===== src/mrw_config.svh =====
`ifndef MRW_CONFIG_SVH
`define MRW_CONFIG_SVH

// Width of one user data word
`define MRW_DATA_W 16

// Virtual banks are picked by the low address bits
`define MRW_VBANKS 4

// One more physical bank than virtual banks leaves one bank free in every row
`define MRW_PBANKS 5

// Rows per bank, taken from the high address bits
`define MRW_VROWS 64

`define MRW_RD_PORTS 2
`define MRW_WR_PORTS 2

`endif


===== src/mrw_port_pkg.sv =====
`default_nettype none

`include "mrw_config.svh"

package mrw_port_pkg;

  typedef logic [`MRW_DATA_W-1:0] data_t;

  typedef logic [$clog2(`MRW_VBANKS*`MRW_VROWS)-1:0] addr_t;  // Row above, virtual bank below

  typedef logic [$clog2(`MRW_PBANKS)+$clog2(`MRW_VROWS)-1:0] padr_t;  // Physical bank above row

  typedef struct packed {
    logic  en;
    addr_t addr;
    data_t data;
  } wr_req_t;

  typedef struct packed {
    logic  en;
    addr_t addr;
  } rd_req_t;

  typedef struct packed {
    logic  vld;
    data_t data;
    padr_t padr;
  } rd_rsp_t;

endpackage

`default_nettype wire


===== src/mrw_bank_pkg.sv =====
`default_nettype none

`include "mrw_config.svh"

package mrw_bank_pkg;

  typedef logic [$clog2(`MRW_VBANKS)-1:0] vbank_t;
  typedef logic [$clog2(`MRW_PBANKS)-1:0] pbank_t;
  typedef logic [$clog2(`MRW_VROWS)-1:0]  vrow_t;

  typedef pbank_t [`MRW_VBANKS-1:0] map_row_t;  // Entry v names the home of virtual bank v

  typedef struct packed {
    logic   en;
    vrow_t  vrow;
    vbank_t vbank;
    pbank_t pbank;
  } map_upd_t;

  typedef struct packed {
    logic                en;
    vrow_t               row;
    mrw_port_pkg::data_t data;
  } bank_wr_t;

  typedef struct packed {
    logic  en;
    vrow_t row;
  } bank_rd_t;

  // Everything the gather stage needs to find a read one cycle later
  typedef struct packed {
    logic   vld;
    pbank_t pbank;
    vrow_t  vrow;
  } rd_sel_t;

endpackage

`default_nettype wire


===== src/bank_map.sv =====
`timescale 1ns/1ns
`default_nettype none

`include "mrw_config.svh"

module bank_map (
  input  wire logic                   clk,
  input  wire logic                   arst_n,
  input  wire mrw_bank_pkg::vrow_t    lookup_row [`MRW_RD_PORTS+`MRW_WR_PORTS],
  output mrw_bank_pkg::map_row_t      lookup_map [`MRW_RD_PORTS+`MRW_WR_PORTS],
  input  wire mrw_bank_pkg::map_upd_t upd
);

  localparam int LOOKUPS = `MRW_RD_PORTS + `MRW_WR_PORTS;

  mrw_bank_pkg::map_row_t map_q [`MRW_VROWS];

  // Every row starts out with virtual bank v stored in physical bank v
  always_ff @(posedge clk or negedge arst_n) begin
    if (!arst_n) begin
      for (int r = 0; r < `MRW_VROWS; r++) begin
        for (int v = 0; v < `MRW_VBANKS; v++) begin
          map_q[r][v] <= mrw_bank_pkg::pbank_t'(v);
        end
      end
    end else if (upd.en) begin
      map_q[upd.vrow][upd.vbank] <= upd.pbank;  // Only the relocated entry moves
    end
  end

  // Lookups see the map as it stood before this edge
  always_comb begin
    for (int i = 0; i < LOOKUPS; i++) begin
      lookup_map[i] = map_q[lookup_row[i]];
    end
  end

endmodule

`default_nettype wire


===== config.mk =====
export PLATFORM = sky130hd
export DESIGN_NAME = bank_map
export DESIGN_NICKNAME = d
export VERILOG_FILES = /design/src/mrw_port_pkg.sv /design/src/mrw_bank_pkg.sv /design/src/bank_map.sv
export VERILOG_INCLUDE_DIRS = /design/src
export SDC_FILE = /design/constraint.sdc
export NUM_CORES = 2
export LEC_CHECK = 0
export ABC_CLOCK_PERIOD_IN_PS = 5050
export BUFFER_PORTS_ARGS = -buffer_cell sky130_fd_sc_hd__buf_2
export CAP_MARGIN = 20
export CORE_UTILIZATION = 40
export CTS_BUF_LIST = sky130_fd_sc_hd__clkbuf_8
export DETAILED_ROUTE_END_ITERATION = 7
export GPL_TIMING_DRIVEN = 1
export PLACE_DENSITY = 0.51
export SLEW_MARGIN = 10
export SYNTH_ARGS = -nofsm -noshare
export SYNTH_HDL_FRONTEND = slang
export SYNTH_SLANG_ARGS = --single-unit
export TNS_END_PERCENT = 30

===== constraint.sdc =====
create_clock -name clk -period 5.05 [get_ports clk]
set_input_delay 0.505 -clock clk [delete_from_list [all_inputs] [get_ports clk]]
set_output_delay 0.505 -clock clk [all_outputs]
set_load 0.005 [all_outputs]

==> summary by stage <==
Pwr
Power spread over the standard cell area amounts to 274 nW/um^2. The leakage dissipation is 24.1 nW. The maximum vdd ir drop is 0.227 mV.

Clocking
The H-tree was split into 4 levels. The maximum root-to-sink buffer count is 3. The number of instances resized during post-cts repair is 0. The root buffer selected by CTS is clkbuf_8. The number of sinks driven by the clock tree is 768. After clock tree synthesis, the clock-pin slew on the worst setup and hold paths is 0.06 ns.

The CTS tree is built. The number of hold buffers added after CTS was 1. The total CTS buffers is 150. Clock latency on the worst-skew pair, taken at its later pin, is 0.88 ns.

Post-CTS timing repair inserted 0 buffers for setup.

Die
86 I/O pins were placed. The die outline width is 370 um. For this configuration, the core starts out at a cell density of 40.5%. The floorplan step defined a die boundary enclosing 137000 um^2. The vertical die dimension is 370 um. The area inside the core boundary is 134000 um^2.

The count of standard-cell rows is 134.

Synth
Counting flops with a built-in enable in the synthesized netlist gives 0. The number of standard cells after synthesis is 3839. The number of nets in the synthesized netlist is 3877. The sequential-to-total area share from yosys stat is 36.1%. Of all flip-flops after synthesis, the portion carrying an async set or reset was 100%. During synthesis, Yosys emitted a total of 0 warnings. Yosys attributes the largest share of cell area to mux4_2 (31%), dfrtp_1 (24%), mux2_2 (16%). The fraction of the mapped netlist area in compound gates is 5.46%.

The post-synthesis cell type count is 49. Summed over all instances, the cell type with the most area after synthesis is mux4_2. The mapped netlist covers 54200 um^2. The dominant combinational cell family by area after synthesis is multiplexers. The leading register cell type out of synthesis is dfrtp_1.

Summing the areas of all xor and xnor instances in the mapped netlist gives 0% of the synthesized area. The mux share of post-synthesis cell area is 50.4%. The area fraction in and, or, nand and nor cells after synthesis is 4.76%. The register bit total from synthesis is 768. Averaged over all synthesized cells, the footprint is 14.1 um^2.

The proportion of netlist area held by the largest area contributor is 31.4%. After Yosys synthesis, full adders, half adders and majority gates account for 0% of the synthesized area.

Place
During placement, the flow inserted port buffers numbering 85. The HPWL after detailed placement is 150000 um. The count of placed standard cells including taps is 5420. The placer's final routability congestion estimate is 0.945.

Finish
The count of filler cells inserted in the layout is 12100. In the final layout, the registers with the most flip-flops are map_q: 768 flops. The area growth from synthesis to layout is 10.1%. The flip-flop count of the largest register, all copies and words added is 768. The number of non-filler instances in the completed layout is 5709. The area occupied by multi-input gates is 32900 um^2.

The register containing the most flip-flops in the final layout is map_q. The flip-flop and latch area is 19500 um^2. Cells fill 44.6% of the core in the end.

The post-route netlist has 57.2% of its cells at a drive strength greater than 1. The count of nets after finishing is 3844.

Setup path
STA puts the critical path data required time at 4.55 ns. The worst setup path is launched from a primary input. Of all nets on the critical path, the largest fanout is 16. The data arrival time of the worst path is 3.86 ns. The setup slack on the worst flop-to-flop path is 4.17 ns. Measured in cells, the most critical reg-to-reg path has a length of 1. The reg-to-reg endpoint is map_q[170]$_DFFE_PN0P_. Tracing the worst setup path back leads to its startpoint at lookup_row[15]. The critical path ends at lookup_map[29].

The start-to-end type of the worst setup path is primary input to output port. The startpoint identified for the worst register-to-register timing path is map_q[170]$_DFFE_PN0P_. The worst setup path is captured at an output port.

Routing
The per-cell via count in the routed design is 6.90. The first routing iteration left 4879 violations. The first detailed-routing pass took 8 iterations. The post-detailed-route DRC marker count is 0. The total via count after detailed routing is 39400. The number of nets with antenna violations after detailed routing is 0. For this block, the routed nets add up to 213000 um of wire. The detail-routed net length per standard cell is 37.3 um.

STA
The minimum clock period is 4.37 ns. Static timing analysis puts the maximum clock frequency at 229 MHz. Setup violations remaining at the end of the flow were counted as 0. The count of final hold-check violations is 0. Setup repair after global routing left no endpoint under its margin. The slew at the pin closest to its max-slew limit is 1.21 ns. The final-layout setup total negative slack is 0 ns. Clock skew on the completed layout was measured at 0 ns. The number of max-slew violations in the final report came to 0. The normalized max-slew margin is 19.0%. The share of the clock period used by the worst path after layout is 86.4%.

GRT
Entering global routing, the biggest net connects 138 pins. The global-route wire length before repair is 306000 um. The number of global-route vias before repair is 39600.

The number of antenna violations at the first check in global routing came to 10. The global router's overall resource usage is 31.5%. The leftover overflow at the end of global routing is 0.

Flow run
The tool flagged a number of max-cap violations equal to 0.

Hold path
The worst hold path belongs to the class primary input to register.

Status
The flow ran to the end, and the final reports show no timing, DRC or antenna violations.
-- worst max-delay path, stage by stage --
cell       delay [ns]
buf_2            0.45
nor2b_2          1.06
nand2_1          0.73
o22ai_1          0.40
nor3_1           0.12
o2bb2ai_1        0.33
buf_2            0.23
-- worst min-delay path by stage --
stage / start / end / cells after the start
global placement: map_q[613]$_DFFE_PN0P_ / map_q[613]$_DFFE_PN0P_ / 1
CTS: upd[2] / map_q[260]$_DFFE_PN0P_ / 2
global route: upd[2] / map_q[260]$_DFFE_PN0P_ / 2
detailed placement: map_q[736]$_DFFE_PN0P_ / map_q[736]$_DFFE_PN0P_ / 1
finish: upd[2] / map_q[260]$_DFFE_PN0P_ / 2
floorplan: arst_n / map_q[0]$_DFFE_PN0P_ / 0
-- synth_stat cells (3+ instances only) --
master     number
dfrtp_1       512
mux4_2        756
o22a_1          6
or3_1           7
nand3_1        60
a221oi_1       13
o211ai_1        3
or2_2           8
nor4_1          3
a22o_1         29
buf_4          10
nand2_1       155
a31o_2          3
a21oi_1        30
and3_1          8
o221ai_1       56
o21ai_0        63
nor3_1         22
nor3b_1         5
nand2b_1       34
o2bb2ai_1       3
nor2b_1        27
and3b_1         4
mux2_2        780
and2_1          6
or3b_2          6
or4_1           5
o22ai_1       122
buf_6           9
mux2i_1       147
nand3b_1        8
a31oi_1        28
nor2_1        198
dfstp_2       256
buf_2         120
buf_1          26
clkbuf_1      225
a211oi_1       40
a22oi_1        32
-- cells by family (layout without fill, tap and decap cells) --
logic type,count (synthesis),after routing
compound gates,431,431
flops,768,768
other cells,0,7
simple gates,560,560
mux,1685,1685
buf+inv,395,490
-- area by class of cell --
type                       instances  share of cell area (%)
clock buffer                     186                    4.29
sequential                       768                    32.7
inverter                           2                  0.0126
clock inverter                    94                   0.885
multi-input combinational       2676                    55.1
tap                             1768                    3.71
timing repair buffer             208                    3.20
antenna                            7                  0.0293
-- cells in the final DEF (no fill, tap or decap), types with 7 or more instances in the layout --
master      count
mux2_2        780
mux4_2        756
dfrtp_1       512
dfstp_2       256
nor2_1        197
clkbuf_8      192
nand2_1       155
mux2i_1       147
o22ai_1       122
buf_4          87
buf_2          69
o21ai_0        63
nand3_1        59
inv_1          57
o221ai_1       56
a211oi_1       40
nand2b_1       34
buf_12         33
a22oi_1        32
a21oi_1        30
a22o_1         29
a31oi_1        28
nor2b_1        26
clkinv_2       23
nor3_1         21
a221oi_1       13
or2_2           8
nand3b_1        8
and3_1          8
diode_2         7
or3_1           7
clkinvlp_4      7
-- metrics by stage --
step	instance area [um^2]	setup WS, ns	hold slack, ns	power, mW
floorplan	54200	2.30	0.209	8.65
global placement	56500	0.939	0.548	9.77
detailed placement	56600	0.928	0.555	9.80
CTS	59700	0.927	0.147	16.4
global route	59700	0.737	0.189	16.9
finish	59700	0.685	0.192	16.3
-- power breakdown --
part	switching, mW	internal [mW]	leakage, nW
combinational	1.58	1.25	12.6
clock	3.05	3.53	1.80
sequential	0.384	6.54	9.71
-- layer usage --
| metal | track usage, % | routed length, um | share of wire, % |
|---|---|---|---|
| met1 | 44.4 | 89200 | 42 |
| met2 | 44.9 | 91800 | 43 |
| met3 | 9.44 | 22000 | 10 |
| met4 | 13.5 | 9580 | 4.5 |
| met5 | 0 | 377 | 0.18 |
Power figures use the tool's default switching activity.
