<file path="src/mrw_config.svh">
`ifndef MRW_CONFIG_SVH
`define MRW_CONFIG_SVH

// Width of one user data word
`define MRW_DATA_W 16

// Virtual banks are picked by the low address bits
`define MRW_VBANKS 4

// One more physical bank than virtual banks leaves one bank free in every row
`define MRW_PBANKS 5

// Rows per bank, taken from the high address bits
`define MRW_VROWS 64

`define MRW_RD_PORTS 2
`define MRW_WR_PORTS 2

`endif

</file>
<file path="src/mrw_port_pkg.sv">
`default_nettype none

`include "mrw_config.svh"

package mrw_port_pkg;

  typedef logic [`MRW_DATA_W-1:0] data_t;

  typedef logic [$clog2(`MRW_VBANKS*`MRW_VROWS)-1:0] addr_t;  // Row above, virtual bank below

  typedef logic [$clog2(`MRW_PBANKS)+$clog2(`MRW_VROWS)-1:0] padr_t;  // Physical bank above row

  typedef struct packed {
    logic  en;
    addr_t addr;
    data_t data;
  } wr_req_t;

  typedef struct packed {
    logic  en;
    addr_t addr;
  } rd_req_t;

  typedef struct packed {
    logic  vld;
    data_t data;
    padr_t padr;
  } rd_rsp_t;

endpackage

`default_nettype wire

</file>
<file path="src/mrw_bank_pkg.sv">
`default_nettype none

`include "mrw_config.svh"

package mrw_bank_pkg;

  typedef logic [$clog2(`MRW_VBANKS)-1:0] vbank_t;
  typedef logic [$clog2(`MRW_PBANKS)-1:0] pbank_t;
  typedef logic [$clog2(`MRW_VROWS)-1:0]  vrow_t;

  typedef pbank_t [`MRW_VBANKS-1:0] map_row_t;  // Entry v names the home of virtual bank v

  typedef struct packed {
    logic   en;
    vrow_t  vrow;
    vbank_t vbank;
    pbank_t pbank;
  } map_upd_t;

  typedef struct packed {
    logic                en;
    vrow_t               row;
    mrw_port_pkg::data_t data;
  } bank_wr_t;

  typedef struct packed {
    logic  en;
    vrow_t row;
  } bank_rd_t;

  // Everything the gather stage needs to find a read one cycle later
  typedef struct packed {
    logic   vld;
    pbank_t pbank;
    vrow_t  vrow;
  } rd_sel_t;

endpackage

`default_nettype wire

</file>
<file path="src/access_steer.sv">
`timescale 1ns/1ns
`default_nettype none

`include "mrw_config.svh"

module access_steer (
  input  wire mrw_port_pkg::wr_req_t  wr_req     [`MRW_WR_PORTS],
  input  wire mrw_port_pkg::rd_req_t  rd_req     [`MRW_RD_PORTS],
  output mrw_bank_pkg::vrow_t         lookup_row [`MRW_RD_PORTS+`MRW_WR_PORTS],
  input  wire mrw_bank_pkg::map_row_t lookup_map [`MRW_RD_PORTS+`MRW_WR_PORTS],
  output mrw_bank_pkg::map_upd_t      upd,
  output mrw_bank_pkg::bank_wr_t      bank_wr    [`MRW_PBANKS],
  output mrw_bank_pkg::bank_rd_t      bank_rd    [`MRW_RD_PORTS][`MRW_PBANKS],
  output mrw_bank_pkg::rd_sel_t       rd_sel     [`MRW_RD_PORTS]
);

  localparam int WR1 = `MRW_RD_PORTS + 1;  // Lookup slot of write port 1

  function automatic mrw_bank_pkg::vbank_t addr_vbank(input mrw_port_pkg::addr_t addr);
    return mrw_bank_pkg::vbank_t'(addr);
  endfunction

  function automatic mrw_bank_pkg::vrow_t addr_vrow(input mrw_port_pkg::addr_t addr);
    return mrw_bank_pkg::vrow_t'(addr >> $bits(mrw_bank_pkg::vbank_t));
  endfunction

  // A row's map names all physical banks but one, and that one is free
  function automatic mrw_bank_pkg::pbank_t free_bank(input mrw_bank_pkg::map_row_t row_map);
    logic [`MRW_PBANKS-1:0] used;
    mrw_bank_pkg::pbank_t   free;
    used = '0;
    free = '0;
    for (int v = 0; v < `MRW_VBANKS; v++) begin
      used[row_map[v]] = 1'b1;
    end
    for (int b = `MRW_PBANKS-1; b >= 0; b--) begin
      if (!used[b]) begin
        free = mrw_bank_pkg::pbank_t'(b);
      end
    end
    return free;
  endfunction

  mrw_bank_pkg::vbank_t rd_vbank    [`MRW_RD_PORTS];
  mrw_bank_pkg::vrow_t  rd_vrow     [`MRW_RD_PORTS];
  mrw_bank_pkg::pbank_t rd_pbank    [`MRW_RD_PORTS];
  mrw_bank_pkg::vbank_t wr_vbank    [`MRW_WR_PORTS];
  mrw_bank_pkg::vrow_t  wr_vrow     [`MRW_WR_PORTS];
  mrw_bank_pkg::pbank_t map_pbank   [`MRW_WR_PORTS];
  mrw_bank_pkg::pbank_t place_pbank [`MRW_WR_PORTS];
  mrw_bank_pkg::pbank_t wr1_free;
  logic                 conflict;

  always_comb begin
    for (int p = 0; p < `MRW_RD_PORTS; p++) begin
      rd_vbank[p]   = addr_vbank(rd_req[p].addr);
      rd_vrow[p]    = addr_vrow(rd_req[p].addr);
      lookup_row[p] = rd_vrow[p];
    end
    for (int w = 0; w < `MRW_WR_PORTS; w++) begin
      wr_vbank[w]                   = addr_vbank(wr_req[w].addr);
      wr_vrow[w]                    = addr_vrow(wr_req[w].addr);
      lookup_row[`MRW_RD_PORTS + w] = wr_vrow[w];
    end
  end

  always_comb begin
    for (int p = 0; p < `MRW_RD_PORTS; p++) begin
      rd_pbank[p] = lookup_map[p][rd_vbank[p]];
    end
    for (int w = 0; w < `MRW_WR_PORTS; w++) begin
      map_pbank[w] = lookup_map[`MRW_RD_PORTS + w][wr_vbank[w]];
    end
    wr1_free = free_bank(lookup_map[WR1]);
    // Same-address writes land here too, so port 1 ends up owning the entry
    conflict = wr_req[0].en && wr_req[1].en && (map_pbank[0] == map_pbank[1]);
    place_pbank[0] = map_pbank[0];
    place_pbank[1] = conflict ? wr1_free : map_pbank[1];
    upd.en    = conflict;
    upd.vrow  = wr_vrow[1];
    upd.vbank = wr_vbank[1];
    upd.pbank = wr1_free;
  end

  always_comb begin
    for (int b = 0; b < `MRW_PBANKS; b++) begin
      bank_wr[b] = '0;
      for (int w = 0; w < `MRW_WR_PORTS; w++) begin
        if (wr_req[w].en && (place_pbank[w] == mrw_bank_pkg::pbank_t'(b))) begin
          bank_wr[b].en   = 1'b1;
          bank_wr[b].row  = wr_vrow[w];
          bank_wr[b].data = wr_req[w].data;
        end
      end
      for (int p = 0; p < `MRW_RD_PORTS; p++) begin
        bank_rd[p][b].en  = rd_req[p].en && (rd_pbank[p] == mrw_bank_pkg::pbank_t'(b));
        bank_rd[p][b].row = rd_vrow[p];  // Each port reads only its own copy
      end
    end
    for (int p = 0; p < `MRW_RD_PORTS; p++) begin
      rd_sel[p].vld   = rd_req[p].en;
      rd_sel[p].pbank = rd_pbank[p];
      rd_sel[p].vrow  = rd_vrow[p];
    end
  end

endmodule

`default_nettype wire

</file>
<file path="config.mk">
export PLATFORM = sky130hd
export DESIGN_NAME = access_steer
export DESIGN_NICKNAME = d
export VERILOG_FILES = /design/src/mrw_port_pkg.sv /design/src/mrw_bank_pkg.sv /design/src/access_steer.sv
export VERILOG_INCLUDE_DIRS = /design/src
export SDC_FILE = /design/constraint.sdc
export NUM_CORES = 1
export LEC_CHECK = 0
export ABC_AREA = 1
export BUFFER_PORTS_ARGS = -buffer_cell sky130_fd_sc_hd__buf_2
export CORE_AREA = 2 2 139 141
export DETAILED_ROUTE_END_ITERATION = 8
export DIE_AREA = 0 0 141 143
export SYNTH_ARGS = -nofsm -noshare
export SYNTH_HDL_FRONTEND = slang
export SYNTH_SLANG_ARGS = --single-unit
</file>
<file path="constraint.sdc">
create_clock -name vclk -period 1.7
set_input_delay 0.085 -clock vclk [all_inputs]
set_output_delay 0.085 -clock vclk [all_outputs]
set_load 0.01 [all_outputs]
</file>
==> results.cfg <==
[run_status]
status = finished with violations
violations = setup timing

[pwr]
p_int_mw = 1.09
p_clk_frac = 0
combPwrFrac = 1.000
power_frac_seq = 0
p_switching_mw = 1.30
vdd_drop_max_mv = 0.131
power_leakage_nw = 3.76
p_sw_frac = 0.545
p_per_area_nw_per_um2 = 379

[setup_path]
cp_top_family = buffers and inverters
crit_path_max_incr_delay_ns = 0.15
required_ns = 1.62
crit_path_start_kind = input pin
crit_path_top_delay_cell = nor2_8
end_kind = output port
critical_path_buf_inv_count = 7
crit_top_cell = nand2_4
cp.arrival_ns = 1.84
cp_cell_sequence = buf_2 > inv_1 > nand2_4 > nand3_4 > nand2_4 > nand2_4 > nand2_4 > nor2_8 > buf_6 > nand3_2 > nand2_2 > nor2_4 > buf_12 > buf_12 > buf_16 > nand3_1 > nand2_1 > buf_2
startpoint = lookup_map[19]
critPathMaxFanout = 13
path_class = input pin to output port

[routing]
drt_pass1_iterations = 8
via_count = 5694
routed_wl_um = 19900
drc = 0
top_layer_used = met4
wl_met2_um = 10600
wire_per_inst_um = 16.7
via_per_inst = 4.77
route.antenna.remaining_nets = 0
wl_met3_um = 1640
drt-met1-wl_um = 7260
drt_iter0_markers = 339

[sta]
fmax_mhz = 519
worstMarginPinSlew_ns = 0.374
rsz0062_at_grt = true
fin_ws_ns = -0.226
setup_violations = 116
hold_viol = 0
min_period_ns = 1.93
relSlewSlack = 0.751
finalCritPeriodShare = 1.13
drv_slew = 0

[cells_and_area]
nNetsFinal = 1078
final_cells = 1194
syn_to_final_growth_pct = 72.9
n_clock_buffer = 0
design.seq.count = 0
ff_latch_area_um2 = 0
nFillCells = 1973
drive_above_1_share = 0.546
antenna_cells = 0
postLayoutCoreUtil = 0.340

[floorplanning]
die_h_um = 143
core_area_um2 = 18600
io_pins = 357
dieArea_um2 = 20200
rows = 50
initial_core_util = 0.197
die_w_um = 141

[synth]
yosys.area.top_type = nand2_1
avgSynthCellArea_um2 = 4.90
synth_area_um2 = 3650
yosys.area.top_type_share = 0.348
synth_area_leaders = nand2_1, buf_4, nand3_1
seq_area_frac_synth = 0
yosys_warnings = 0
yosysUniqueCellTypes = 21
syn_inst = 745
synth_fp_nets = 861
synthTopCellsByCount = nand2_1, nand3_1, buf_4
synth_most_common_cell = nand2_1

[min_path]
hold_path.class = input pin to output port
hp-start = rd_req[13]

[grt]
grt_use_total = 0.169
antenna_found_initial = 0
grt_pass1_wl_um = 27700
overflow = 0
first_global_vias = 5270
grt_max_degree = 27

[placed_design]
place_ws_ns = -0.262
placedCellCount = 1140
gp_congestion = 0.876
hpwl_um = 13200
io_buffers = 261

[cts]
hold_buffers = 0

[flow_run]
drv_cap = 0
==> metrics by stage <==
step / instance area (um^2) / setup TNS (ns) / hold slack, ns / power [mW]
final: 6320 / -20.31 / 0.170 / 2.40
after global routing: 6320 / -32.57 / 0.170 / 2.55
after CTS: 5780 / -14.64 / 0.170 / 2.16
after detailed placement: 4730 / -24.03 / 0.170 / 1.64
after global placement: 4730 / -21.31 / 0.170 / 1.63
after floorplan: 3650 / 0 / 0.262 / 1.09
==> cell usage in the layout (no fill, tap or decap), types with 2 or more instances in the layout <==
| cell | n |
|---|---|
| nand2_1 | 269 |
| buf_2 | 233 |
| nand3_1 | 107 |
| nand2_2 | 68 |
| buf_4 | 53 |
| nand3_2 | 48 |
| inv_1 | 28 |
| buf_6 | 26 |
| buf_12 | 25 |
| nand2_4 | 19 |
| nor2_1 | 17 |
| nor2_4 | 10 |
| inv_2 | 8 |
| buf_16 | 8 |
| clkbuf_16 | 6 |
| a21oi_1 | 5 |
| nor2_2 | 4 |
| a32oi_1 | 4 |
| inv_4 | 3 |
| nor2_8 | 3 |
| buf_8 | 3 |
| o21ai_0 | 2 |
| nor3_1 | 2 |
==> cells by family after synthesis <==
kind of cell,share of synthesized area
AO/OA/AOI/OAI,0.0209
AND/OR/NAND/NOR,0.657
buffers and inverters,0.322
==> power by group through the flow <==
stage,Combinational (mW),Clock [mW],Sequential (mW)
2_1_floorplan,1.09,0,0
3_3_place_gp,1.63,0,0
3_5_place_dp,1.64,0,0
4_1_cts,2.16,0,0
5_1_grt,2.55,0,0
6_report,2.40,0,0
==> per-layer routing <==
metal,vias to the layer above,global-route usage
li1,2685,-
met1,2569,0.191
met2,399,0.332
met3,41,0.0235
met4,0,0.0395
met5,-,0
==> cell type report <==
class / count / area, um^2 / area share
multi-input combinational: 562 / 3040 / 0.482
timing repair buffer: 355 / 2780 / 0.440
tap: 234 / 293 / 0.0464
inverter: 43 / 199 / 0.0315
==> repair_timing <==
action,4_1_cts,5_1_grt
setup buffers,34,7
setup endpoints to repair,115,116
pin swaps,32,49
gates cloned,10,6
hold endpoints to repair,0,0
gates resized for setup,136,103
==> worst paths after layout <==
path / depth (start not counted) / slack [ns] / endpoint
min: 0 / 0.17 / bank_rd[58]
max: 18 / -0.23 / bank_wr[37]
Note: power is estimated with default switching activity, not from simulation.
