**src/mrw_config.svh**
```systemverilog
`ifndef MRW_CONFIG_SVH
`define MRW_CONFIG_SVH

// Width of one user data word
`define MRW_DATA_W 16

// Virtual banks are picked by the low address bits
`define MRW_VBANKS 4

// One more physical bank than virtual banks leaves one bank free in every row
`define MRW_PBANKS 5

// Rows per bank, taken from the high address bits
`define MRW_VROWS 64

`define MRW_RD_PORTS 2
`define MRW_WR_PORTS 2

`endif

```
**src/mrw_port_pkg.sv**
```systemverilog
`default_nettype none

`include "mrw_config.svh"

package mrw_port_pkg;

  typedef logic [`MRW_DATA_W-1:0] data_t;

  typedef logic [$clog2(`MRW_VBANKS*`MRW_VROWS)-1:0] addr_t;  // Row above, virtual bank below

  typedef logic [$clog2(`MRW_PBANKS)+$clog2(`MRW_VROWS)-1:0] padr_t;  // Physical bank above row

  typedef struct packed {
    logic  en;
    addr_t addr;
    data_t data;
  } wr_req_t;

  typedef struct packed {
    logic  en;
    addr_t addr;
  } rd_req_t;

  typedef struct packed {
    logic  vld;
    data_t data;
    padr_t padr;
  } rd_rsp_t;

endpackage

`default_nettype wire

```
**src/mrw_bank_pkg.sv**
```systemverilog
`default_nettype none

`include "mrw_config.svh"

package mrw_bank_pkg;

  typedef logic [$clog2(`MRW_VBANKS)-1:0] vbank_t;
  typedef logic [$clog2(`MRW_PBANKS)-1:0] pbank_t;
  typedef logic [$clog2(`MRW_VROWS)-1:0]  vrow_t;

  typedef pbank_t [`MRW_VBANKS-1:0] map_row_t;  // Entry v names the home of virtual bank v

  typedef struct packed {
    logic   en;
    vrow_t  vrow;
    vbank_t vbank;
    pbank_t pbank;
  } map_upd_t;

  typedef struct packed {
    logic                en;
    vrow_t               row;
    mrw_port_pkg::data_t data;
  } bank_wr_t;

  typedef struct packed {
    logic  en;
    vrow_t row;
  } bank_rd_t;

  // Everything the gather stage needs to find a read one cycle later
  typedef struct packed {
    logic   vld;
    pbank_t pbank;
    vrow_t  vrow;
  } rd_sel_t;

endpackage

`default_nettype wire

```
**src/read_gather.sv**
```systemverilog
`timescale 1ns/1ns
`default_nettype none

`include "mrw_config.svh"

module read_gather (
  input  wire logic                  clk,
  input  wire logic                  arst_n,
  input  wire mrw_bank_pkg::rd_sel_t rd_sel    [`MRW_RD_PORTS],
  input  wire mrw_port_pkg::data_t   bank_data [`MRW_RD_PORTS][`MRW_PBANKS],
  output mrw_port_pkg::rd_rsp_t      rd_rsp    [`MRW_RD_PORTS]
);

  mrw_bank_pkg::rd_sel_t sel_q [`MRW_RD_PORTS];

  // Lines up with the registered read inside the banks
  always_ff @(posedge clk or negedge arst_n) begin
    if (!arst_n) begin
      for (int p = 0; p < `MRW_RD_PORTS; p++) begin
        sel_q[p] <= '0;
      end
    end else begin
      for (int p = 0; p < `MRW_RD_PORTS; p++) begin
        sel_q[p] <= rd_sel[p];
      end
    end
  end

  always_comb begin
    for (int p = 0; p < `MRW_RD_PORTS; p++) begin
      rd_rsp[p].vld  = sel_q[p].vld;
      rd_rsp[p].data = bank_data[p][sel_q[p].pbank];  // Port p only ever reads its own copies
      rd_rsp[p].padr = {sel_q[p].pbank, sel_q[p].vrow};
    end
  end

endmodule

`default_nettype wire

```
**config.mk**
```make
export PLATFORM = sky130hd
export DESIGN_NAME = read_gather
export DESIGN_NICKNAME = d
export VERILOG_FILES = /design/src/mrw_port_pkg.sv /design/src/mrw_bank_pkg.sv /design/src/read_gather.sv
export VERILOG_INCLUDE_DIRS = /design/src
export SDC_FILE = /design/constraint.sdc
export NUM_CORES = 1
export LEC_CHECK = 0
export BUFFER_PORTS_ARGS = -buffer_cell sky130_fd_sc_hd__buf_2
export CORE_AREA = 2 2 90 92
export CTS_BUF_LIST = sky130_fd_sc_hd__clkbuf_8
export DETAILED_ROUTE_END_ITERATION = 10
export DIE_AREA = 0 0 92 94
export PLACE_DENSITY = 0.72
export SETUP_SLACK_MARGIN = 0.3
export SLEW_MARGIN = 20
export SYNTH_ARGS = -nofsm -noshare
export SYNTH_HDL_FRONTEND = slang
export SYNTH_SLANG_ARGS = --single-unit
```
**constraint.sdc**
```tcl
create_clock -name clk -period 1.8 [get_ports clk]
set_input_delay 0.36 -clock clk [delete_from_list [all_inputs] [get_ports clk]]
set_output_delay 0.36 -clock clk [all_outputs]
set_load 0.03 [all_outputs]
```
==> impl_metrics.env, run 1 <==
export IMPL_ys_seq_elements=20
export IMPL_gr_usage_met2_pct=33.4
export IMPL_diodes=0
export IMPL_async_flop_share_pct=100
export IMPL_synth_top_area_share_pct=26.6
export IMPL_yosysWarnings=0
export IMPL_final_setup_viol_count=32
export IMPL_swShare_pct=34.6
export IMPL_cts_max_level=1
export IMPL_fp_dieW_um=92
export IMPL_clkPwrFrac_pct=15.6
export IMPL_slew_viol_final=0
export IMPL_grt_max_degree=21
export IMPL_top_usage_layer="met2"
export IMPL_violations="negative setup slack"
export IMPL_ys_flop_type="dfrtp_1"
export IMPL_crit_path_end_kind="primary output"
export IMPL_hold_viol_final=0
export IMPL_drt_iter0_markers=43
export IMPL_fmax_mhz=486
export IMPL_cts_root_buffer="clkbuf_8"
export IMPL_synth_most_common_cell="mux2i_1"
export IMPL_clk_pin_slew_worst_paths_ps=70
export IMPL_critical_path_max_stage_delay_ps=480
export IMPL_critPathMaxFanout=6
export IMPL_p_switching_mw=0.611
export IMPL_core_um2=7610
export IMPL_syn_area_per_cell_um2=10.8
export IMPL_path_cells="clkbuf_16 -> mux2_4 -> a221o_2 -> buf_6"
export IMPL_ir_drop_v=0.000624
export IMPL_clockBufferDepth=2
export IMPL_start_util_pct=24.7
export IMPL_firstDrtPassIters=4
export IMPL_yosys_area_top_type="dfrtp_1"
export IMPL_vias=2473
export IMPL_cpMaxStageDelayCell="dfrtp_2"
export IMPL_dieHeight_um=94
export IMPL_nNetsFinal=607
export IMPL_p_leak_nw=2.07
export IMPL_startpoint_type="flop"
export IMPL_pwr_density_cell_nw_per_um2=470
export IMPL_portBuffers=233
export IMPL_syn_num_nets=356
export IMPL_hold_ws_ps=38.9
export IMPL_cp_arrival_ps=1700
export IMPL_grt_pass1_wl_um=12100
export IMPL_cts_sinks=20
export IMPL_fill_cells=729
export IMPL_period_minus_slack_ps=2060
export IMPL_synth_commonest_cells="mux2i_1 (33), nor2_1 (31), a221o_1 (28)"
export IMPL_seq_power_share_pct=27.9
export IMPL_hpwl_um=6600
export IMPL_synth_edf_count=0
export IMPL_rows=32
export IMPL_met3_usage_pct=4.01
export IMPL_grt_use_total_pct=17.3
export IMPL_worst_pin_slew_ps=422
export IMPL_grt_setup_unrepaired="yes"
export IMPL_ctsHoldBuffers=0
export IMPL_detail_route_antenna_nets=0
export IMPL_cp_required_ps=1440
export IMPL_die_area_um2=8650
export IMPL_p_int_mw=1.15
export IMPL_finalWorstSetupSlack_ps=-259
export IMPL_synth_area_leaders="dfrtp_1 (27%), mux2i_1 (18%), a221o_1 (15%)"
export IMPL_path_class="reg2out"
export IMPL_cts_tree="done"
export IMPL_ios=234
export IMPL_largest_reg_flops=20
export IMPL_seq_area_frac_synth_pct=26.6
export IMPL_status="finished with violations"
export IMPL_ys_types=21
export IMPL_wirelength_um=8490
export IMPL_syn_area_um2=1880
export IMPL_synthCells=174
export IMPL_cap_viol_max_count=0
export IMPL_numCtsBuffers=3
export IMPL_route_detailed_wl_per_inst_um=16.1
export IMPL_drive_gt1_share_pct=80.4
export IMPL_gp_congestion=0.729
export IMPL_antenna_found_initial=0
export IMPL_grtUsageMet1_pct=19.1
export IMPL_synthToLayoutAreaGrowth_pct=99.9
export IMPL_avgViaCountPerCell=4.70
export IMPL_drc=0
export IMPL_finalInstanceArea_um2=3760
export IMPL_max_slew_margin_rel_pct=71.9
export IMPL_p_comb_share_pct=56.4
export IMPL_post_dp_cell_area_um2=3280
export IMPL_grt_pass1_vias=2585
export IMPL_holdCritPathClass="in2async"
export IMPL_period_share_pct=114
export IMPL_overflow=0
## cells by family after synthesis
logic type	share of synthesized area, %
AO/OA/AOI/OAI	16.4
buffers and inverters	7.39
multiplexers	39.1
AND/OR/NAND/NOR	10.5
flip-flops	26.6
## layout by cell type (no fill, tap or decap), types with 4 or more instances in the layout
cell	count
a221o_2	28
mux2_4	28
dfrtp_1	14
buf_4	18
nor2_1	31
dfrtp_2	6
buf_12	4
mux2i_1	31
buf_6	37
buf_2	200
## area by class of cell
class | instances | area (µm²) | share of cell area (%)
Tap cell | 102 | 128 | 3.40
Sequential cell | 20 | 508 | 13.5
Clock inverter | 1 | 3.75 | 0.0999
Timing Repair Buffer | 261 | 1670 | 44.5
Clock buffer | 3 | 41.3 | 1.10
Multi-Input combinational cell | 139 | 1400 | 37.3
## power groups by stage
| stage | logic (mW) | registers [mW] | clock network [mW] |
|---|---|---|---|
| 4_1_cts | 0.953 | 0.490 | 0.287 |
| 3_5_place_dp | 0.836 | 0.499 | 0 |
| 3_3_place_gp | 0.821 | 0.498 | 0 |
| 6_report | 0.996 | 0.493 | 0.276 |
| 2_1_floorplan | 0.462 | 0.542 | 0 |
| 5_1_grt | 1.05 | 0.496 | 0.303 |
## stage by stage
step	setup slack, ps	utilization [%]	total power [mW]	TNS [ps]	std cells
after detailed placement	-74.2	43.1	1.33	-74.2	507
after floorplan	-95.6	-	1.00	-704	174
after global routing	-300	49.4	1.85	-8090	526
after CTS	-239	47.4	1.73	-6510	517
final	-259	49.4	1.76	-6600	526
after global placement	-46.7	43.1	1.32	-46.7	507
## per-layer routing
| layer | vias up | wire length, µm |
|---|---|---|
| met5 | - | 0 |
| met4 | 0 | 104 |
| met3 | 10 | 754 |
| met2 | 143 | 4390 |
| met1 | 1149 | 3240 |
| li1 | 1171 | - |
## timing repair
action | 4_1_cts | 5_1_grt
pin swaps | 13 | 5
gates resized for setup | 75 | 18
cloned | 1 | 2
endpoints found under the setup margin | 32 | 33
buffers inserted | 5 | 7
## worst paths after layout
check / from / to / slack, ps / cells after the start
setup / recovery: rd_rsp[34]$_DFF_PN0_ / rd_rsp[45] / -260 / 4
hold / removal: arst_n / rd_rsp[4]$_DFF_PN0_ / 40 / 1
max in group asynchronous: arst_n / rd_rsp[6]$_DFF_PN0_ / 1440 / 1
min in group clk: rd_sel[4] / rd_rsp[4]$_DFF_PN0_ / 210 / 1
## critical path: cells and delay by family (launching register included)
| family | cells | cell delay (ps) |
|---|---|---|
| compound gates | 1 | 350 |
| mux | 1 | 290 |
| flops | 1 | 480 |
| buf+inv | 2 | 330 |
(Power assumes the default switching activity.)
==> run 2, diff against run 1 <==
--- a/config.mk
+++ b/config.mk
@@ -11,6 +11,7 @@
 export CTS_BUF_LIST = sky130_fd_sc_hd__clkbuf_8
 export DETAILED_ROUTE_END_ITERATION = 10
 export DIE_AREA = 0 0 92 94
+export HOLD_SLACK_MARGIN = 0.06
 export PLACE_DENSITY = 0.72
 export SETUP_SLACK_MARGIN = 0.3
 export SLEW_MARGIN = 20
==> impl_metrics.env, run 2 (synthesis results as in run 1) <==
export IMPL_clockBufferDepth=2
export IMPL_finalWorstSetupSlack_ps=-259
export IMPL_antenna_found_initial=0
export IMPL_cp_required_ps=1440
export IMPL_place_inst=507
export IMPL_holdCritPathClass="in2reg"
export IMPL_fp_dieW_um=92
export IMPL_gp_congestion=0.729
export IMPL_start_util_pct=24.7
export IMPL_worst_pin_slew_ps=422
export IMPL_final_common_cell="buf_2"
export IMPL_violations="negative setup slack"
export IMPL_clk_pin_slew_worst_paths_ps=70
export IMPL_diodes=0
export IMPL_slew_viol_final=0
export IMPL_grt_use_total_pct=17.3
export IMPL_fin_util_pct=49.5
export IMPL_hold_viol_final=0
export IMPL_cpMaxStageDelayCell="dfrtp_2"
export IMPL_fill_cells=728
export IMPL_grt_max_degree=21
export IMPL_wirelength_um=8490
export IMPL_max_slew_margin_rel_pct=71.8
export IMPL_grt_pass1_vias=2597
export IMPL_portBuffers=233
export IMPL_overflow=0
export IMPL_ir_drop_v=0.000624
export IMPL_path_buf_inv=2
export IMPL_drc=0
export IMPL_grt_setup_unrepaired="yes"
export IMPL_holdPathStages=1
export IMPL_cp_depth=4
export IMPL_nNetsFinal=608
export IMPL_largest_reg_flops=20
export IMPL_final_setup_viol_count=32
export IMPL_core_um2=7610
export IMPL_cts_tree="done"
export IMPL_grt_pass1_wl_um=12200
export IMPL_drt_iter0_markers=40
export IMPL_vias=2486
export IMPL_hold_path_startpoint="rd_sel[4]"
export IMPL_dieHeight_um=94
export IMPL_startpoint_type="flop"
export IMPL_status="finished with violations"
export IMPL_hold_end="rd_rsp[4]$_DFF_PN0_"
export IMPL_die_area_um2=8650
export IMPL_path_cells="clkbuf_16 -> mux2_4 -> a221o_2 -> buf_6"
export IMPL_critical_path_max_stage_delay_ps=480
export IMPL_pwr_density_cell_nw_per_um2=469
export IMPL_rows=32
export IMPL_cp_arrival_ps=1700
export IMPL_fmax_mhz=486
export IMPL_synthToLayoutAreaGrowth_pct=100
export IMPL_avgViaCountPerCell=4.72
export IMPL_pre_cts_ws_ps=-74.2
export IMPL_crit_path_end_kind="primary output"
export IMPL_path_class="reg2out"
export IMPL_cts_sinks=20
export IMPL_period_minus_slack_ps=2060
export IMPL_period_share_pct=114
export IMPL_critPathTopFamily="flip-flops"
export IMPL_p_leak_nw=2.07
export IMPL_cts_root_buffer="clkbuf_8"
export IMPL_final_cells=527
export IMPL_critPathMaxFanout=6
export IMPL_hpwl_um=6600
export IMPL_tns_ps=-6610
export IMPL_route_detailed_wl_per_inst_um=16.1
export IMPL_firstDrtPassIters=4
export IMPL_cap_viol_max_count=0
export IMPL_ios=234
export IMPL_numCtsBuffers=3
export IMPL_drive_gt1_share_pct=80.2
export IMPL_final_cell_mix="buf_2 (200), buf_6 (37), mux2i_1 (31), nor2_1 (31)"
export IMPL_cts_max_level=1
export IMPL_detail_route_antenna_nets=0
[run 2: cell types whose count changed in the layout (fill, tap and decap cells not counted)]
cell,previous run,this run
dlygate4sd3_1,0,1
[run 2: power breakdown]
group	internal, mW	switching, mW
Sequential	0.474	0.0193
Combinational	0.531	0.467
Clock	0.151	0.126
[run 2: final cells by class]
| type | count | area (µm²) | share of cell area, % |
|---|---|---|---|
| multi-input cells | 139 | 1400 | 37.2 |
| clock inverters | 1 | 3.75 | 0.0997 |
| clock buffers | 3 | 41.3 | 1.10 |
| repair buffers | 262 | 1680 | 44.7 |
| well taps | 102 | 128 | 3.39 |
| flip-flops and latches | 20 | 508 | 13.5 |
[run 2: worst max-delay path by stage]
stage	start	to	slack, ps
floorplan	rd_rsp[8]$_DFF_PN0_	rd_rsp[22]	-100
detailed placement	rd_rsp[32]$_DFF_PN0_	rd_rsp[50]	-70
finish	rd_rsp[34]$_DFF_PN0_	rd_rsp[45]	-260
global route	rd_rsp[32]$_DFF_PN0_	rd_rsp[46]	-300
global placement	rd_rsp[32]$_DFF_PN0_	rd_rsp[50]	-50
CTS	rd_rsp[32]$_DFF_PN0_	rd_rsp[37]	-240
[run 2: through the flow]
stage	hold slack, ps	instance area (µm²)	power, mW
2_1_floorplan	64.4	2000	1.00
3_3_place_gp	316	3280	1.32
3_5_place_dp	322	3280	1.33
4_1_cts	205	3620	1.73
5_1_grt	198	3770	1.85
6_report	210	3770	1.77
[run 2: per-layer routing]
metal,track usage (%),vias to the layer above,routed length (µm)
met5,0,-,0
met4,4.10,0,104
met3,4.01,10,743
met2,33.5,145,4400
met1,19.1,1157,3250
li1,-,1174,-
[run 2: what timing repair did]
| action | CTS | global route |
|---|---|---|
| buffers inserted | 5 | 7 |
| hold buffers | 1 | 0 |
| gates cloned | 1 | 2 |
| setup endpoints to repair | 32 | 33 |
| pin swaps | 13 | 5 |
| hold endpoints to repair | 20 | 0 |
| resized for setup | 75 | 18 |
==> run 3, diff against run 2 <==
--- a/config.mk
+++ b/config.mk
@@ -6,13 +6,14 @@
 export SDC_FILE = /design/constraint.sdc
 export NUM_CORES = 1
 export LEC_CHECK = 0
+export ABC_AREA = 1
 export BUFFER_PORTS_ARGS = -buffer_cell sky130_fd_sc_hd__buf_2
 export CORE_AREA = 2 2 90 92
-export CTS_BUF_LIST = sky130_fd_sc_hd__clkbuf_8
+export CTS_BUF_LIST = sky130_fd_sc_hd__clkbuf_16
 export DETAILED_ROUTE_END_ITERATION = 10
 export DIE_AREA = 0 0 92 94
 export HOLD_SLACK_MARGIN = 0.06
-export PLACE_DENSITY = 0.72
+export PLACE_DENSITY = 0.73
 export SETUP_SLACK_MARGIN = 0.3
 export SLEW_MARGIN = 20
 export SYNTH_ARGS = -nofsm -noshare
==> impl_metrics.env, run 3 <==
export IMPL_synthToLayoutAreaGrowth_pct=146
export IMPL_hpwl_um=6900
export IMPL_cp_required_ps=1440
export IMPL_ys_types=10
export IMPL_swShare_pct=38.3
export IMPL_route_detailed_wl_per_inst_um=14.8
export IMPL_status="finished with violations"
export IMPL_cts_root_buffer="clkbuf_16"
export IMPL_syn_area_um2=1940
export IMPL_diodes=0
export IMPL_final_cell_mix="buf_2 (198), nand2_1 (101), nand3_2 (65)"
export IMPL_fp_dieW_um=92
export IMPL_startpoint_type="flop"
export IMPL_finalWorstSetupSlack_ps=-11.2
export IMPL_hold_viol_final=0
export IMPL_ios=234
export IMPL_nNetsFinal=781
export IMPL_detail_route_antenna_nets=0
export IMPL_max_slew_margin_rel_pct=71.2
export IMPL_drt_iter0_markers=88
export IMPL_clkPwrFrac_pct=20.6
export IMPL_crit_path_end_kind="primary output"
export IMPL_violations="negative setup slack"
export IMPL_fmax_mhz=552
export IMPL_rows=32
export IMPL_pre_cts_ws_ps=169
export IMPL_p_leak_nw=2.57
export IMPL_p_int_mw=1.33
export IMPL_synth_edf_count=0
export IMPL_period_share_pct=101
export IMPL_worst_pin_slew_ps=432
export IMPL_p_comb_share_pct=56.5
export IMPL_portBuffers=233
export IMPL_grt_pass1_vias=3301
export IMPL_clk_pin_slew_worst_paths_ps=50
export IMPL_cp_arrival_ps=1450
export IMPL_total_power_mw=2.15
export IMPL_vias=3376
export IMPL_synth_area_leaders="nand2_1 (38%), dfrtp_1 (26%), nand3_1 (24%)"
export IMPL_yosysWarnings=0
export IMPL_p_switching_mw=0.822
export IMPL_ir_drop_v=0.000632
export IMPL_tns_ps=-33.3
export IMPL_hold_ws_ps=216
export IMPL_synth_commonest_cells="nand2_1 (196), nand3_1 (94), dfrtp_1 (20)"
export IMPL_wirelength_um=10400
export IMPL_fin_util_pct=62.7
export IMPL_final_setup_viol_count=6
export IMPL_start_util_pct=25.5
export IMPL_seq_area_frac_synth_pct=25.8
export IMPL_slew_viol_final=0
export IMPL_drive_gt1_share_pct=74.7
export IMPL_overflow=0
export IMPL_grt_max_degree=22
export IMPL_avgViaCountPerCell=4.82
export IMPL_synth_most_common_cell="nand2_1"
export IMPL_die_area_um2=8650
export IMPL_ys_seq_elements=20
export IMPL_drc=0
export IMPL_syn_num_nets=532
export IMPL_yosys_area_top_type="nand2_1"
export IMPL_critPathMaxFanout=11
export IMPL_syn_area_per_cell_um2=5.54
export IMPL_cts_tree="done"
export IMPL_seq_power_share_pct=22.8
export IMPL_final_common_cell="buf_2"
export IMPL_pwr_density_cell_nw_per_um2=450
export IMPL_place_inst=678
export IMPL_synth_top_area_share_pct=37.9
export IMPL_async_flop_share_pct=100
export IMPL_period_minus_slack_ps=1810
export IMPL_numCtsBuffers=3
export IMPL_cap_viol_max_count=0
export IMPL_synthCells=350
export IMPL_ys_flop_type="dfrtp_1"
export IMPL_cts_sinks=20
export IMPL_holdCritPathClass="in2reg"
export IMPL_antenna_found_initial=1
export IMPL_core_um2=7610
export IMPL_final_cells=700
export IMPL_finalInstanceArea_um2=4770
export IMPL_firstDrtPassIters=4
export IMPL_grt_use_total_pct=20.2
export IMPL_clockBufferDepth=2
export IMPL_grt_pass1_wl_um=14500
export IMPL_dieHeight_um=94
export IMPL_gp_congestion=0.845
export IMPL_largest_reg_flops=20
export IMPL_cts_max_level=1
export IMPL_post_dp_cell_area_um2=3440
export IMPL_path_class="reg2out"
export IMPL_grt_setup_unrepaired="yes"
-- run 3: cell count changes in the layout (fill, tap and decap cells not counted), moves of 6 or more --
cell       delta
a221o_2      -28
mux2i_1      -31
buf_4         -7
nand2_4      +39
nand2_1      +98
nand2_2      +55
nand3_1      +23
inv_1         +8
nor2_1       -31
nand3_4       +6
nand3_2      +65
clkbuf_16     +7
mux2_4       -28
-- run 3: worst max-delay path, cell delays in order (launching register included) --
cell and delay, ps:
dfrtp_2 450, buf_6 160, buf_12 140, nand2_1 50
nand3_1 100, nand3_2 120, nand2_4 50, buf_6 130
-- run 3: worst paths after layout --
path,to,cells past startpoint,startpoint
max in group asynchronous,rd_rsp[6]$_DFF_PN0_,2,arst_n
min in group asynchronous,rd_rsp[51]$_DFF_PN0_,2,arst_n
min,rd_rsp[34]$_DFF_PN0_,1,rd_sel[18]
max,rd_rsp[47],7,rd_rsp[32]$_DFF_PN0_
-- run 3: cell families after synthesis --
logic type	after synthesis	synth area share, %
buffers and inverters	38	10.3
flip-flops	20	25.8
AND/OR/NAND/NOR	292	63.9
-- run 3: power by group through the flow --
stage	logic, mW	registers (mW)	clock network, mW
6_report	1.21	0.491	0.442
2_1_floorplan	0.459	0.538	0
3_5_place_dp	0.848	0.496	0
4_1_cts	1.08	0.489	0.452
3_3_place_gp	0.837	0.495	0
5_1_grt	1.29	0.493	0.468
-- run 3: metal layers --
layer	track usage (%)	up-vias	wire [µm]
li1	-	1610	-
met1	24.1	1568	3990
met2	36.6	162	5410
met3	3.53	34	664
met4	7.09	2	309
met5	0	-	19
-- run 3: timing repair --
action / 4_1_cts / 5_1_grt
endpoints found under the setup margin: 32 / 35
resized for setup: 185 / 75
setup buffers: 4 / 4
gates cloned: 3 / 6
endpoints found under the hold margin: 3 / 0
pin swaps: 42 / 31
hold buffers: 1 / 0
-- run 3: area by class of cell --
type | instances | area, µm²
fillers | 642 | 2840
well taps | 102 | 128
multi-input cells | 292 | 2080
inverters | 14 | 72.6
clock buffers | 3 | 75.1
flip-flops and latches | 20 | 505
repair buffers | 268 | 1910
clock inverters | 1 | 3.75
